**config.mk**
```make
export PLATFORM = sky130hd
export DESIGN_NAME = agu_stage
export DESIGN_NICKNAME = d
export VERILOG_FILES = /design/src/rtl/ls_pkg.sv /design/src/rtl/agu_stage.sv
export SDC_FILE = /design/constraint.sdc
export NUM_CORES = 1
export LEC_CHECK = 0
export ABC_AREA = 1
export BUFFER_PORTS_ARGS = -buffer_cell sky130_fd_sc_hd__buf_2
export CORE_ASPECT_RATIO = 0.75
export CORE_MARGIN = 10
export CORE_UTILIZATION = 44
export DETAILED_ROUTE_END_ITERATION = 12
export PLACE_DENSITY_LB_ADDON = 0.05
export SLEW_MARGIN = 20
export SYNTH_ARGS = -nofsm -noshare
export SYNTH_HDL_FRONTEND = slang
export SYNTH_SLANG_ARGS = --single-unit
```
**constraint.sdc**
```tcl
create_clock -name clk -period 2.15 [get_ports clk]
set_clock_uncertainty 0.1 [all_clocks]
set_input_delay 0.43 -clock clk [delete_from_list [all_inputs] [get_ports clk]]
set_output_delay 0.43 -clock clk [all_outputs]
set_load 0.02 [all_outputs]
```
**src/rtl/ls_pkg.sv**
```systemverilog
package ls_pkg;

  // ----------------------------------------------------------------------
  // Physical register file
  // ----------------------------------------------------------------------
  localparam int PHYS_REGS  = 64;
  localparam int TAG_W      = 6;
  localparam int DATA_W     = 32;

  // Instruction fields carried by a dispatch
  localparam int INST_NUM_W = 32;
  localparam int IMM_W      = 32;
  localparam int FUNCT3_W   = 3;

  // ----------------------------------------------------------------------
  // Load/store station
  // ----------------------------------------------------------------------
  localparam int LS_ENTRIES = 8;
  localparam int SLOT_W     = 3;

  // ----------------------------------------------------------------------
  // Completion buses
  // ----------------------------------------------------------------------
  localparam int NUM_WB     = 4;

  // Bus index within wb_valid / wb_tag / wb_data
  localparam int WB_ALU     = 0;
  localparam int WB_MUL     = 1;
  localparam int WB_DIV     = 2;
  localparam int WB_LOAD    = 3;

endpackage

```
**src/rtl/agu_stage.sv**
```systemverilog
`timescale 1ns/1ps

module agu_stage (
  input  logic                          clk,
  input  logic                          rst,
  input  logic                          flush,
  input  logic                          issue_valid,
  input  logic [ls_pkg::INST_NUM_W-1:0] issue_inst_num,
  input  logic [ls_pkg::TAG_W-1:0]      issue_rd,
  input  logic                          issue_is_store,
  input  logic [ls_pkg::FUNCT3_W-1:0]   issue_funct3,
  input  logic [ls_pkg::IMM_W-1:0]      issue_imm,
  input  logic [ls_pkg::DATA_W-1:0]     src1_value,
  input  logic [ls_pkg::DATA_W-1:0]     src2_value,
  output logic                          mem_req_valid,
  output logic                          mem_req_is_store,
  output logic [ls_pkg::DATA_W-1:0]     mem_req_addr,
  output logic [ls_pkg::DATA_W-1:0]     mem_req_wdata,
  output logic [ls_pkg::FUNCT3_W-1:0]   mem_req_funct3,
  output logic [ls_pkg::TAG_W-1:0]      mem_req_rd,
  output logic [ls_pkg::INST_NUM_W-1:0] mem_req_inst_num
);

  logic [ls_pkg::DATA_W-1:0] eff_addr;
  logic [ls_pkg::DATA_W-1:0] store_data;

  // Base plus offset
  assign eff_addr   = src1_value + issue_imm;
  assign store_data = issue_is_store ? src2_value : '0;

  always_ff @(posedge clk) begin
    if (rst || flush) begin
      mem_req_valid <= 1'b0;
    end else begin
      mem_req_valid <= issue_valid;
    end
  end

  always_ff @(posedge clk) begin
    if (issue_valid) begin
      mem_req_is_store <= issue_is_store;
      mem_req_addr     <= eff_addr;
      mem_req_wdata    <= store_data;
      mem_req_funct3   <= issue_funct3;
      mem_req_rd       <= issue_rd;
      mem_req_inst_num <= issue_inst_num;
    end
  end

endmodule

```
Word level (Yosys, flattened, before mapping)
Cells that the tools add are included.
{ "classes": {"addsub": 1, "n_reduce_logical": 1} }
{ "ops": {"columns": ["operator", "n"], "rows": [
  ["adder 32 bit", 1],
  ["logical OR 1 bit", 1]
]} }
{ "word_totals": {"register_bits": 107, "in_bits": 142, "output_inout_bits": 107, "word_cells": 9} }

Depth between registers and ports, before layout
{ "logic_depth": {"depth_word": 1, "mapped_depth": 12, "mapped_depth_nobuf": 12} }

Least setup slack after synthesis
OpenSTA, ideal clock, no wires.
{ "synth_timing": {"kind": "input port to flip-flop", "startpoint": "input issue_imm[0] in the netlist's numbering", "endpoint": "register mem_req_addr[28] in the netlist's numbering, data pin", "setup_time_ns": 0.252, "arrival_ns": 1.721, "path_slack_ns": 0.076, "stages": 12, "path_buffers": 0, "path_cell_list": "ha_1 -> fa_1 -> nand3_1 -> nand3_2 -> nand2_1 -> nand2_2 -> nand2_1 -> nand2_2 -> nand2_1 -> nand2_1 -> nand2_1 -> nand2_1"} }
{ "synth_between": {"elab_chain_len": 1} }
{ "synth_rtl": {"columns": ["element", "line", "rtl"], "rows": [
  ["start, declared", "agu_stage.sv:12", "input logic [ls_pkg::IMM_W-1:0] issue_imm,"],
  ["adder 32 bit", "agu_stage.sv:28", "assign eff_addr = src1_value + issue_imm;"],
  ["via eff_addr (one bit)", "agu_stage.sv:24", "logic [ls_pkg::DATA_W-1:0] eff_addr;"],
  ["end signal, assigned", "agu_stage.sv:42", "mem_req_addr <= eff_addr;"],
  ["end, declared", "agu_stage.sv:17", "output logic [ls_pkg::DATA_W-1:0] mem_req_addr,"]
]} }
The timed path passes the listed nets, and every way through them passes these cells.
A chain may end at the register's enable or synchronous reset.

Final worst setup path
{ "layout_timing": {"startpoint": "input issue_imm[0] in the netlist's numbering", "endpoint": "register mem_req_addr[20] in the netlist's numbering, data pin"} }
The elaborated chain is that of the path after synthesis.

==> impl_metrics.ini <==
[timing]
finalSetupTns_ns = 0
setup_viol = 0
slew_headroom_pct = 62.75
finalCritPeriodShare_pct = 85.71
slew_viol_final = 0
timing.fmax_mhz = 542.7
worst_slew_pin_slew_ns = 0.5587
rsz0062_at_grt = false
fin_crit_ns = 1.843
finalHoldViolations = 0

[synth]
yosysWarnings = 0
synth_fp_nets = 843
ys.flop_type = edfxtp_1
synth_cells = 669
synth-xor-area-share_pct = 2.397
synth-edff-count = 106
avgSynthCellArea_um2 = 8.740
synth_top_cell_by_area = edfxtp_1
yosys-top-cells-area = edfxtp_1, nand2_1, inv_1
yosys.area_share.simple_pct = 24.25
synth_cell_types = 24
ys_seq_elements = 107
ys_seq_area_share_pct = 54.78
synth_top_family_by_area = simple AND/OR/NAND/NOR gates
synth_compound_area_share_pct = 2.161
synthMuxAreaShare_pct = 0
synth_top_area_share_pct = 54.44
async_flop_share_pct = 0
netlist_area_um2 = 5847
synth_adder_area_share_pct = 6.976

[final_layout]
drive_above_1_share_pct = 32.63
fin_util_pct = 59.60
seqCellArea_um2 = 3203
layout_commonest_cell = nand2_1
final_cell_mix = nand2_1, buf_2, inv_1, edfxtp_1, nor2_1
antenna_cells = 0
fillCellCount = 1212
layout.nets = 1119
syn_to_final_growth_pct = 32.70
multi_input_area_um2 = 2092

[detailed_routing]
wire_per_inst_um = 14.83
final_antenna_net_count = 0
vias_per_cell = 4.547
firstDrtPassIters = 5
drt-initial-drc-count = 268
drc = 0
wl_um = 16620
vias = 5097

[die]
core_area_um2 = 13020
fp.dieH_um = 119.8
row_count = 36
die_w_um = 153.1
ios = 249
die_area_um2 = 18350
start_util_pct = 44.92

[cts]
cts_resized = 0
cts-hold-fix-buffers = 0
cts.htree.levels = 3
path_clk_slew_ns = 0.07
cts_sinks = 107
postCtsSetupRepairBufs = 0
cts-root-buf = clkbuf_16
cts_buffers = 9
clk_path_buf_depth = 2
cts_tree = built

[worst_setup_path]
crit_family = simple AND/OR/NAND/NOR gates
crit_fanout = 4
cp-end-kind = flip-flop
crit_chain = buf_2 -> ha_1 -> fa_1 -> nand3_1 -> nand3_2 -> nand2_1 -> nand2_2 -> nand2_1 -> nand2_2 -> nand2_1 -> nand2_1 -> nand2_1 -> nand2_1
required_ns = 2.16
worst_path_largest_cell_delay_ns = 0.40
critPathMostFrequentCell = nand2_1
path_class = input pin to flip-flop
arrival_ns = 1.85
worst-path-buf-inv = 1
cpMaxStageDelayCell = fa_1
cp-start-kind = input pin

[hold_path]
hold_path_class = input pin to flip-flop

[pwr]
leakage_uw = 0.004303
ir_drop_uv = 441.6
p_per_area_nw_per_um2 = 722.3
fin_total_pwr_uw = 5604

[global_route]
grt_max_degree = 57
grt.overflow.total = 0
grtUsageTotal_pct = 17.53
grt_pass1_vias = 5097
antenna_found_initial = 0
grt_pass1_wl_um = 26020

[job]
maxCapViolCount = 0

[place]
port_buffers = 248
hpwl_um = 13960
gp_congestion = 0.8818

[status]
status = finished clean
[metrics by stage]
stage	hold WS, ns	instances	instance area (um2)	worst slack [ns]
2_1_floorplan	0.4051	669	5847	0.07637
3_3_place_gp	0.4901	1105	7468	-0.06454
3_5_place_dp	0.5037	1105	7468	-0.07759
4_1_cts	0.1181	1121	7759	0.3076
5_1_grt	0.1228	1121	7759	0.1357
6_report	0.1340	1121	7759	0.3072
[report_power, final]
part	switching (uW)	leakage (uW)	total, uW	internal, uW
clock network	796	0.000138	1610	813
logic	897	0.00312	1400	502
registers	50.3	0.00104	2600	2540
total	1740	0.00430	5600	3860
[Yosys cell counts (2+ instances only)]
cell type / instances
nand4_1: 3
nand2_2: 14
nor2_1: 38
xnor2_1: 2
nand2_1: 253
edfxtp_1: 106
inv_2: 3
nor3_2: 2
nand3_1: 23
nand3_2: 4
nor3_1: 3
ha_1: 31
a21oi_1: 19
xor2_1: 14
clkbuf_1: 3
inv_1: 141
o21bai_1: 2
nor2_2: 2
[per-layer routing]
layer  vias to the layer above  part of all wire (%)  global-route usage, %  wire, um
met5                         -                     0                      0         0
met2                       194                    47                  28.63      7772
met3                         8                   8.3                  5.532      1372
met4                         0                  0.74                  4.043       123
li1                       2629                     -                      -         -
met1                      2266                    44                  22.32      7352
[sequential cells by signal (all words and copies together) (netlist names)]
| register | flops |
|---|---|
| mem_req_addr | 32 |
| mem_req_inst_num | 32 |
| mem_req_wdata | 32 |
| mem_req_rd | 6 |
| mem_req_funct3 | 3 |
| mem_req_is_store | 1 |
| mem_req_valid | 1 |
[final timing paths]
check	startpoint	end	slack, ns	cells after the start
min	rst	mem_req_valid$_SDFF_PP0_	0.13	2
max	issue_imm[0]	mem_req_addr[20]$_DFFE_PP_	0.31	13
[kinds of logic after synthesis]
kind of cell / count (synthesis)
AOI/OAI and AO/OA: 23
xor gates and xnor gates: 16
adders and majority gates: 32
buffers and inverters: 147
DFF: 107
and+or+nand+nor: 344
[final cells by class]
class,instances,share of cell area (%)
sequential,107,41.28
multi-input combinational,415,26.96
inverter,144,6.967
timing repair buffer,268,18.29
clock buffer,10,2.951
clock inverter,6,0.7902
tap,171,2.758
Note: power is estimated with default switching activity, not from simulation.
