==> src/rtl/ls_pkg.sv <==
package ls_pkg;

  // ----------------------------------------------------------------------
  // Physical register file
  // ----------------------------------------------------------------------
  localparam int PHYS_REGS  = 64;
  localparam int TAG_W      = 6;
  localparam int DATA_W     = 32;

  // Instruction fields carried by a dispatch
  localparam int INST_NUM_W = 32;
  localparam int IMM_W      = 32;
  localparam int FUNCT3_W   = 3;

  // ----------------------------------------------------------------------
  // Load/store station
  // ----------------------------------------------------------------------
  localparam int LS_ENTRIES = 8;
  localparam int SLOT_W     = 3;

  // ----------------------------------------------------------------------
  // Completion buses
  // ----------------------------------------------------------------------
  localparam int NUM_WB     = 4;

  // Bus index within wb_valid / wb_tag / wb_data
  localparam int WB_ALU     = 0;
  localparam int WB_MUL     = 1;
  localparam int WB_DIV     = 2;
  localparam int WB_LOAD    = 3;

endpackage

==> src/rtl/ls_station.sv <==
`timescale 1ns/1ps

module ls_station (
  input  logic                                    clk,
  input  logic                                    rst,
  input  logic                                    flush,
  input  logic                                    dispatch_valid,
  input  logic [ls_pkg::INST_NUM_W-1:0]           dispatch_inst_num,
  input  logic [ls_pkg::TAG_W-1:0]                dispatch_rd,
  input  logic                                    dispatch_is_store,
  input  logic [ls_pkg::FUNCT3_W-1:0]             dispatch_funct3,
  input  logic [ls_pkg::IMM_W-1:0]                dispatch_imm,
  input  logic [ls_pkg::TAG_W-1:0]                dispatch_src1,
  input  logic [ls_pkg::TAG_W-1:0]                dispatch_src2,
  input  logic                                    src1_ready,
  input  logic                                    src2_ready,
  input  logic [ls_pkg::NUM_WB-1:0]               wb_valid,
  input  logic [ls_pkg::NUM_WB*ls_pkg::TAG_W-1:0] wb_tag,
  output logic                                    station_full,
  output logic                                    issue_valid,
  output logic [ls_pkg::INST_NUM_W-1:0]           issue_inst_num,
  output logic [ls_pkg::TAG_W-1:0]                issue_rd,
  output logic                                    issue_is_store,
  output logic [ls_pkg::FUNCT3_W-1:0]             issue_funct3,
  output logic [ls_pkg::IMM_W-1:0]                issue_imm,
  output logic [ls_pkg::TAG_W-1:0]                issue_src1,
  output logic [ls_pkg::TAG_W-1:0]                issue_src2
);

  // ----------------------------------------------------------------------
  // Entry storage
  // ----------------------------------------------------------------------
  logic [ls_pkg::LS_ENTRIES-1:0] occupied;
  logic [ls_pkg::LS_ENTRIES-1:0] op1_ready;
  logic [ls_pkg::LS_ENTRIES-1:0] op2_ready;
  logic [ls_pkg::LS_ENTRIES-1:0] ent_is_store;
  logic [ls_pkg::INST_NUM_W-1:0] ent_inst_num [ls_pkg::LS_ENTRIES];
  logic [ls_pkg::TAG_W-1:0]      ent_rd       [ls_pkg::LS_ENTRIES];
  logic [ls_pkg::FUNCT3_W-1:0]   ent_funct3   [ls_pkg::LS_ENTRIES];
  logic [ls_pkg::IMM_W-1:0]      ent_imm      [ls_pkg::LS_ENTRIES];
  logic [ls_pkg::TAG_W-1:0]      ent_src1     [ls_pkg::LS_ENTRIES];
  logic [ls_pkg::TAG_W-1:0]      ent_src2     [ls_pkg::LS_ENTRIES];

  logic [ls_pkg::LS_ENTRIES-1:0] wake1;
  logic [ls_pkg::LS_ENTRIES-1:0] wake2;
  logic                          free_found;
  logic [ls_pkg::SLOT_W-1:0]     free_slot;
  logic                          issue_found;
  logic [ls_pkg::SLOT_W-1:0]     issue_slot;

  assign station_full = &occupied;

  // Tag match against every completion bus
  always_comb begin
    wake1 = '0;
    wake2 = '0;
    for (int e = 0; e < ls_pkg::LS_ENTRIES; e++) begin
      for (int b = 0; b < ls_pkg::NUM_WB; b++) begin
        if (occupied[e] && wb_valid[b] &&
            wb_tag[b*ls_pkg::TAG_W +: ls_pkg::TAG_W] == ent_src1[e]) begin
          wake1[e] = 1'b1;
        end
        if (occupied[e] && wb_valid[b] &&
            wb_tag[b*ls_pkg::TAG_W +: ls_pkg::TAG_W] == ent_src2[e]) begin
          wake2[e] = 1'b1;
        end
      end
    end
  end

  // Lowest index wins for both allocation and issue
  always_comb begin
    free_found  = 1'b0;
    free_slot   = '0;
    issue_found = 1'b0;
    issue_slot  = '0;
    for (int e = ls_pkg::LS_ENTRIES - 1; e >= 0; e--) begin
      if (!occupied[e]) begin
        free_found = 1'b1;
        free_slot  = e[ls_pkg::SLOT_W-1:0];
      end
      if (occupied[e] && op1_ready[e] && op2_ready[e]) begin
        issue_found = 1'b1;
        issue_slot  = e[ls_pkg::SLOT_W-1:0];
      end
    end
  end

  // ----------------------------------------------------------------------
  // Occupancy and issue strobe
  // ----------------------------------------------------------------------
  always_ff @(posedge clk) begin
    if (rst || flush) begin
      occupied    <= '0;
      issue_valid <= 1'b0;
    end else begin
      issue_valid <= issue_found;
      if (issue_found) begin
        occupied[issue_slot] <= 1'b0;
      end
      if (dispatch_valid && free_found) begin
        occupied[free_slot] <= 1'b1;
      end
    end
  end

  // Entry fields, operand ready bits and issue payload
  always_ff @(posedge clk) begin
    op1_ready <= op1_ready | wake1;
    op2_ready <= op2_ready | wake2;
    if (dispatch_valid && free_found) begin
      ent_inst_num[free_slot] <= dispatch_inst_num;
      ent_rd[free_slot]       <= dispatch_rd;
      ent_is_store[free_slot] <= dispatch_is_store;
      ent_funct3[free_slot]   <= dispatch_funct3;
      ent_imm[free_slot]      <= dispatch_imm;
      ent_src1[free_slot]     <= dispatch_src1;
      ent_src2[free_slot]     <= dispatch_src2;
      op1_ready[free_slot]    <= src1_ready;
      op2_ready[free_slot]    <= src2_ready;
    end
    if (issue_found) begin
      issue_inst_num <= ent_inst_num[issue_slot];
      issue_rd       <= ent_rd[issue_slot];
      issue_is_store <= ent_is_store[issue_slot];
      issue_funct3   <= ent_funct3[issue_slot];
      issue_imm      <= ent_imm[issue_slot];
      issue_src1     <= ent_src1[issue_slot];
      issue_src2     <= ent_src2[issue_slot];
    end
  end

endmodule

==> config.mk <==
export PLATFORM = sky130hd
export DESIGN_NAME = ls_station
export DESIGN_NICKNAME = d
export VERILOG_FILES = /design/src/rtl/ls_pkg.sv /design/src/rtl/ls_station.sv
export SDC_FILE = /design/constraint.sdc
export NUM_CORES = 1
export LEC_CHECK = 0
export BUFFER_PORTS_ARGS = -buffer_cell sky130_fd_sc_hd__buf_2
export CORE_ASPECT_RATIO = 0.75
export CORE_MARGIN = 2
export CORE_UTILIZATION = 36
export CTS_CLUSTER_SIZE = 12
export DETAILED_ROUTE_END_ITERATION = 7
export PLACE_DENSITY = 0.56
export SYNTH_ARGS = -nofsm -noshare
export SYNTH_HDL_FRONTEND = slang
export SYNTH_SLANG_ARGS = --single-unit
export TNS_END_PERCENT = 5
==> constraint.sdc <==
create_clock -name clk -period 10.55 [get_ports clk]
set_input_delay 2.11 -clock clk [delete_from_list [all_inputs] [get_ports clk]]
set_output_delay 2.11 -clock clk [all_outputs]
set_load 0.01 [all_outputs]
# Yosys cells after proc, flatten, opt, wreduce, memory -nomap -nowiden
# Memories as Yosys holds them, arrays and structs flattened. A register that Yosys moved wholly into a read port is not among the register bits.
# Cells that the tools add are included.
[totals]
register_bits = 34
latchBits = 0
ramBits = 680
rom_bits = 0
output_inout_bits = 88
wordCells = 314
n_memories = 6
[op_classes]
n_addsub = 0
multipliers = 0
div_mod_pow = 0
order_cmp = 4
eq_ne = 64
shifts = 0
n_mux = 112
bitwise_logic = 5
reduce_logical = 117
[mem_list]
columns = ["name", "words", "word_bits", "rd", "rd_clocked_by_memory_dff", "write_ports", "line_no", "text"]
rows = [
  ["ent_imm", 8, 32, 1, 1, 1, "ls_station.sv:40", "logic [ls_pkg::IMM_W-1:0] ent_imm [ls_pkg::LS_ENTRIES];"],
  ["ent_inst_num", 8, 32, 1, 1, 1, "ls_station.sv:37", "logic [ls_pkg::INST_NUM_W-1:0] ent_inst_num [ls_pkg::LS_ENTRIES];"],
  ["ent_rd", 8, 6, 1, 1, 1, "ls_station.sv:38", "logic [ls_pkg::TAG_W-1:0] ent_rd [ls_pkg::LS_ENTRIES];"],
  ["ent_src1", 8, 6, 9, 1, 1, "ls_station.sv:41", "logic [ls_pkg::TAG_W-1:0] ent_src1 [ls_pkg::LS_ENTRIES];"],
  ["ent_src2", 8, 6, 9, 1, 1, "ls_station.sv:42", "logic [ls_pkg::TAG_W-1:0] ent_src2 [ls_pkg::LS_ENTRIES];"],
  ["ent_funct3", 8, 3, 1, 1, 1, "ls_station.sv:39", "logic [ls_pkg::FUNCT3_W-1:0] ent_funct3 [ls_pkg::LS_ENTRIES];"],
]
[ops]
columns = ["op", "count"]
rows = [
  ["$eq A6 B6 Y1", 64],
  ["$logic_and A1 B1 Y1", 115],
  ["$mux W1", 85],
  ["$mux W3", 16],
  ["$mux W8", 5],
  ["$bwmux W8", 3],
  ["$or A8 B8 Y8", 3],
  ["$and A8 B8 Y8", 1],
  ["$lt A3 B4 Y1 const B", 2],
  ["$not A8 Y8", 1],
  ["$reduce_and A8 Y1", 1],
  ["$demux W1 S3", 2],
  ["$ge A3 B1 Y1 const B", 2],
  ["$bmux W1 S3", 1],
  ["$logic_or A1 B1 Y1", 1],
]

# Depth between registers and ports, before layout
[depth]
word_depth = 20
mapped_depth = 10
mapped_depth_nobuf = 6

# Worst setup path before layout
# Ideal clock, no wire load.
[synth_timing]
kind = "input-to-reg"
startpoint = "input dispatch_valid"
endpoint = "register op1_ready[3] in the netlist's numbering"
setup_ns = 0.125
t_arrival_ns = 9.217
required_time_ns = 10.425
setup_slack_ns = 1.208
path_stages = 4
n_path_buf = 0
cell_sequence = "nand2_1 nor3_1 inv_1 mux2_2"
[synth_via]
elab_chain_len = 2
[synth_rtl]
columns = ["item", "line_no", "text"]
rows = [
  ["start, declared", "ls_station.sv:7", "input logic dispatch_valid,"],
  ["$logic_and A1 B1 Y1", "ls_station.sv:111", "if (dispatch_valid && free_found) begin"],
  ["$mux W8", "ls_station.sv:111", ""],
  ["end signal, assigned", "ls_station.sv:109", "op1_ready <= op1_ready | wake1;"],
  ["end signal, assigned by index", "ls_station.sv:119", "op1_ready[free_slot] <= src1_ready;"],
  ["end, declared", "ls_station.sv:34", "logic [ls_pkg::LS_ENTRIES-1:0] op1_ready;"],
]
# Every way passes these cells.
# A chain may end at the register's enable or synchronous reset.

# Worst setup path after layout
[layout_timing]
startpoint = "input dispatch_valid"
endpoint = "register op1_ready[6] in the netlist's numbering"
# Same word-level chain as after synthesis.

==> out/summary.log <==
[power_and_ir_drop] Final Total Pwr 6.72 mW
[synth] post-synthesis cell area 35400 µm²
[route] Antenna Violating Nets Remaining 0
[floorplan] placeable core area 97400 µm²
[clock_tree] cell at the root of the clock tree clkbuf_16
[sta] slew at the pin closest to its max-slew limit 1050 ps
[synth] Synthesis Warnings 0
[clock_tree] setup bufs post-CTS 0
[worst_setup_path] critical-path maximum fanout 62
[clock_tree] H-Tree Level Count 3
[route] via density per instance 5.53
[run] max cap viols 0
[synth] Post-synth EDFFs 774
[worst_hold_path] type of the worst min-delay path reg -> reg
[sta] final period utilization 43.4%
[synth] synthesized area divided by synthesized cell count 14.4 µm²
[route] Vias 21469
[final_layout] share of the core filled with cells 40.7%
[route] DRT Wirelength 102000 µm
[synth] biggest area contributors in the synthesized netlist edfxtp_1, xor2_1, xnor2_1
[clock_tree] clock-pin slew on the worst setup and hold paths 60 ps
[route] number of iterations in the first detailed-routing pass 8
[route] remaining routing DRC violations 0
[worst_setup_path] critical path launch point type primary input
[clock_tree] clock tree sinks 799
[synth] flip-flop and latch count after synthesis 799
[worst_setup_path] arrival time worst endpoint 5120 ps
[clock_tree] buffer levels on the longest clock path 3
[final_layout] layout overhead on the synthesized area 12.0%
[synth] Post-synth top flop edfxtp_1
[route] DR WL/cell 26.2 µm
[placement] count of port buffers added during placement 207
[clock_tree] CTS tree done
[outcome] run status finished clean
[worst_setup_path] kind of critical path in -> reg
[sta] Worst slew margin 29.7%
[global_routing] global-route usage over all layers 19.7%
[synth] Mapped Cells 2465
[final_layout] Final #Nets 2634
[floorplan] Ports 208
[clock_tree] Post-CTS Hold Fix Bufs 0
[clock_tree] # resized after CTS 0
[synth] library cell occupying the most area in the post-synthesis netlist edfxtp_1
[global_routing] number of antenna violations at the first check in global routing 7
[synth] top post-synthesis cells by count edfxtp_1, nand2_1, xor2_1
[synth] most common cell in the synthesized netlist edfxtp_1
[synth] top-area cell type share of the netlist area 65.7%
[placement] RePlAce Congestion 0.899
[synth] Async SR Flop Fraction 0%
[final_layout] final non-filler cell total 3882
[sta] final number of hold-violating endpoints 0
[floorplan] height of the die 276 µm
[power_and_ir_drop] pwr/cell area 170 nW/µm²
[synth] proportion of synthesized chip area in sequential cells 67.1%
[final_layout] fraction of final layout cells sized beyond drive strength 1 17.0%
[floorplan] Initial Utilization 36.3%
[sta] total negative setup slack 0 ps
[sta] unrepaired setup endpoints after global routing false
[global_routing] largest net degree at the start of global routing 72
[synth] post-synth net total 2585
[floorplan] width of the die 366 µm
[power_and_ir_drop] maximum vdd ir drop 0.000129 V
[synth] count of different cell masters after synthesis 51
[clock_tree] clock buffer count from CTS 85
[placement] post-detailed-placement half-perimeter wirelength 61200 µm
[global_routing] first-pass GRT wire length 148000 µm
[global_routing] number of global-route vias before repair 21795
[sta] max frequency 218 MHz
[sta] Final Max Tran Viols 0
[power_and_ir_drop] Leakage Power 13.6 nW
[floorplan] full die area 101000 µm²
[clock_tree] clock latency on the worst-skew pair 650 ps
[worst_setup_path] required time at the endpoint of the critical path 11090 ps
[route] count of routing violations after the opening detailed-route iteration 2093
[worst_setup_path] capturing element type of the critical path flip-flop
[floorplan] Core Rows 99
[sta] fin crit period 4580 ps
[sta] clock skew after layout 23.4 ps
[sta] count of endpoints failing setup in the final report 0
[placement] placed instance count 3740
[global_routing] global-route congestion overflow total 0
[sequential cells by signal, indices dropped and copies added, names as in the netlist]
| signal | count |
|---|---|
| ent_funct3 | 24 |
| ent_imm | 256 |
| ent_inst_num | 256 |
| ent_is_store | 8 |
| ent_rd | 48 |
| ent_src1 | 48 |
| ent_src2 | 48 |
| issue_funct3 | 3 |
| issue_imm | 32 |
| issue_inst_num | 32 |
| issue_is_store | 1 |
| issue_rd | 6 |
| issue_src1 | 6 |
| issue_src2 | 6 |
| issue_valid | 1 |
| occupied | 8 |
| op1_ready | 8 |
| op2_ready | 8 |
[cell usage in the layout, fill, tap and decap left out, types with 5 or more instances in the layout]
cell type	netlist	final
clkbuf_1	117	21
clkbuf_16	0	87
nor2_1	15	11
buf_2	87	207
clkinv_1	0	8
o22ai_1	86	86
a22o_1	65	65
buf_4	11	33
bufinv_16	0	5
clkinv_2	0	11
edfxtp_1	774	774
mux2_2	10	10
mux2i_1	107	107
xor2_1	198	198
nor4_1	65	65
nand3_1	92	92
a221oi_1	80	80
nor2_4	0	7
nand2_1	215	214
xnor2_1	186	186
dfxtp_1	25	25
o21ai_0	68	68
nand4_1	54	54
a41oi_1	21	21
a31o_1	18	18
a221oi_2	50	50
o21a_1	6	6
[worst paths after layout]
kind,startpoint,to,slack [ps],cells past startpoint
setup / recovery,dispatch_valid,op1_ready[6]$_DFF_P_,5970,7
hold / removal,op1_ready[0]$_DFF_P_,occupied[0]$_SDFF_PP0_,570,3
setup reg to reg,occupied[0]$_SDFF_PP0_,issue_inst_num[24]$_DFFE_PN_,6350,7
hold reg to reg,op1_ready[0]$_DFF_P_,occupied[0]$_SDFF_PP0_,570,3
[layout make-up]
| cell class | count | area [µm²] |
|---|---|---|
| clock buffers | 110 | 2280 |
| flip-flops and latches | 799 | 23700 |
| inverters | 6 | 30.0 |
| diodes | 3 | 7.51 |
| well taps | 1313 | 1640 |
| repair buffers | 240 | 1280 |
| multi-input cells | 1382 | 10300 |
| clock inverters | 29 | 293 |
| fillers | 8947 | 57700 |
[per-stage QoR]
stage | setup WS [ps] | instance area (µm²) | hold slack, ps
2_1_floorplan | 1210 | 35400 | 498
3_3_place_gp | 5270 | 37000 | 545
3_5_place_dp | 5320 | 37000 | 551
4_1_cts | 6020 | 39600 | 568
5_1_grt | 5810 | 39600 | 633
6_report | 5970 | 39600 | 570
[per-layer routing]
metal  share of wire (%)  up-vias  track usage [%]
li1                    -     9473                -
met1                  46    10886             28.9
met2                  43      930             29.4
met3                 8.4      170             4.53
met4                 2.0       10             5.01
met5               0.059        -                0
[worst max-delay path, cell delays in order]
cell and delay, ps:
buf_2 150, nand2_1 110, nor2_1 200, nand4_1 270
nor2_4 850, buf_4 900, mux2_2 420
[kinds of logic (layout without fill, tap and decap cells)]
group / count (synthesis) / count (layout) / share of synthesized area, %
other cells: 0 / 3 / 0
compound gates: 414 / 414 / 9.76
flops: 799 / 799 / 67.1
buf+inv: 284 / 385 / 3.95
simple gates: 467 / 467 / 6.35
xor+xnor: 384 / 384 / 9.50
mux: 117 / 117 / 3.34
[power breakdown]
| group | switching, mW | total, mW | leakage [nW] | internal, mW |
|---|---|---|---|---|
| Sequential | 0.0221 | 3.55 | 7.23 | 3.53 |
| Combinational | 0.214 | 0.309 | 5.06 | 0.0951 |
| Clock | 1.22 | 2.86 | 1.26 | 1.64 |
Note: power is estimated with default switching activity, not from simulation.
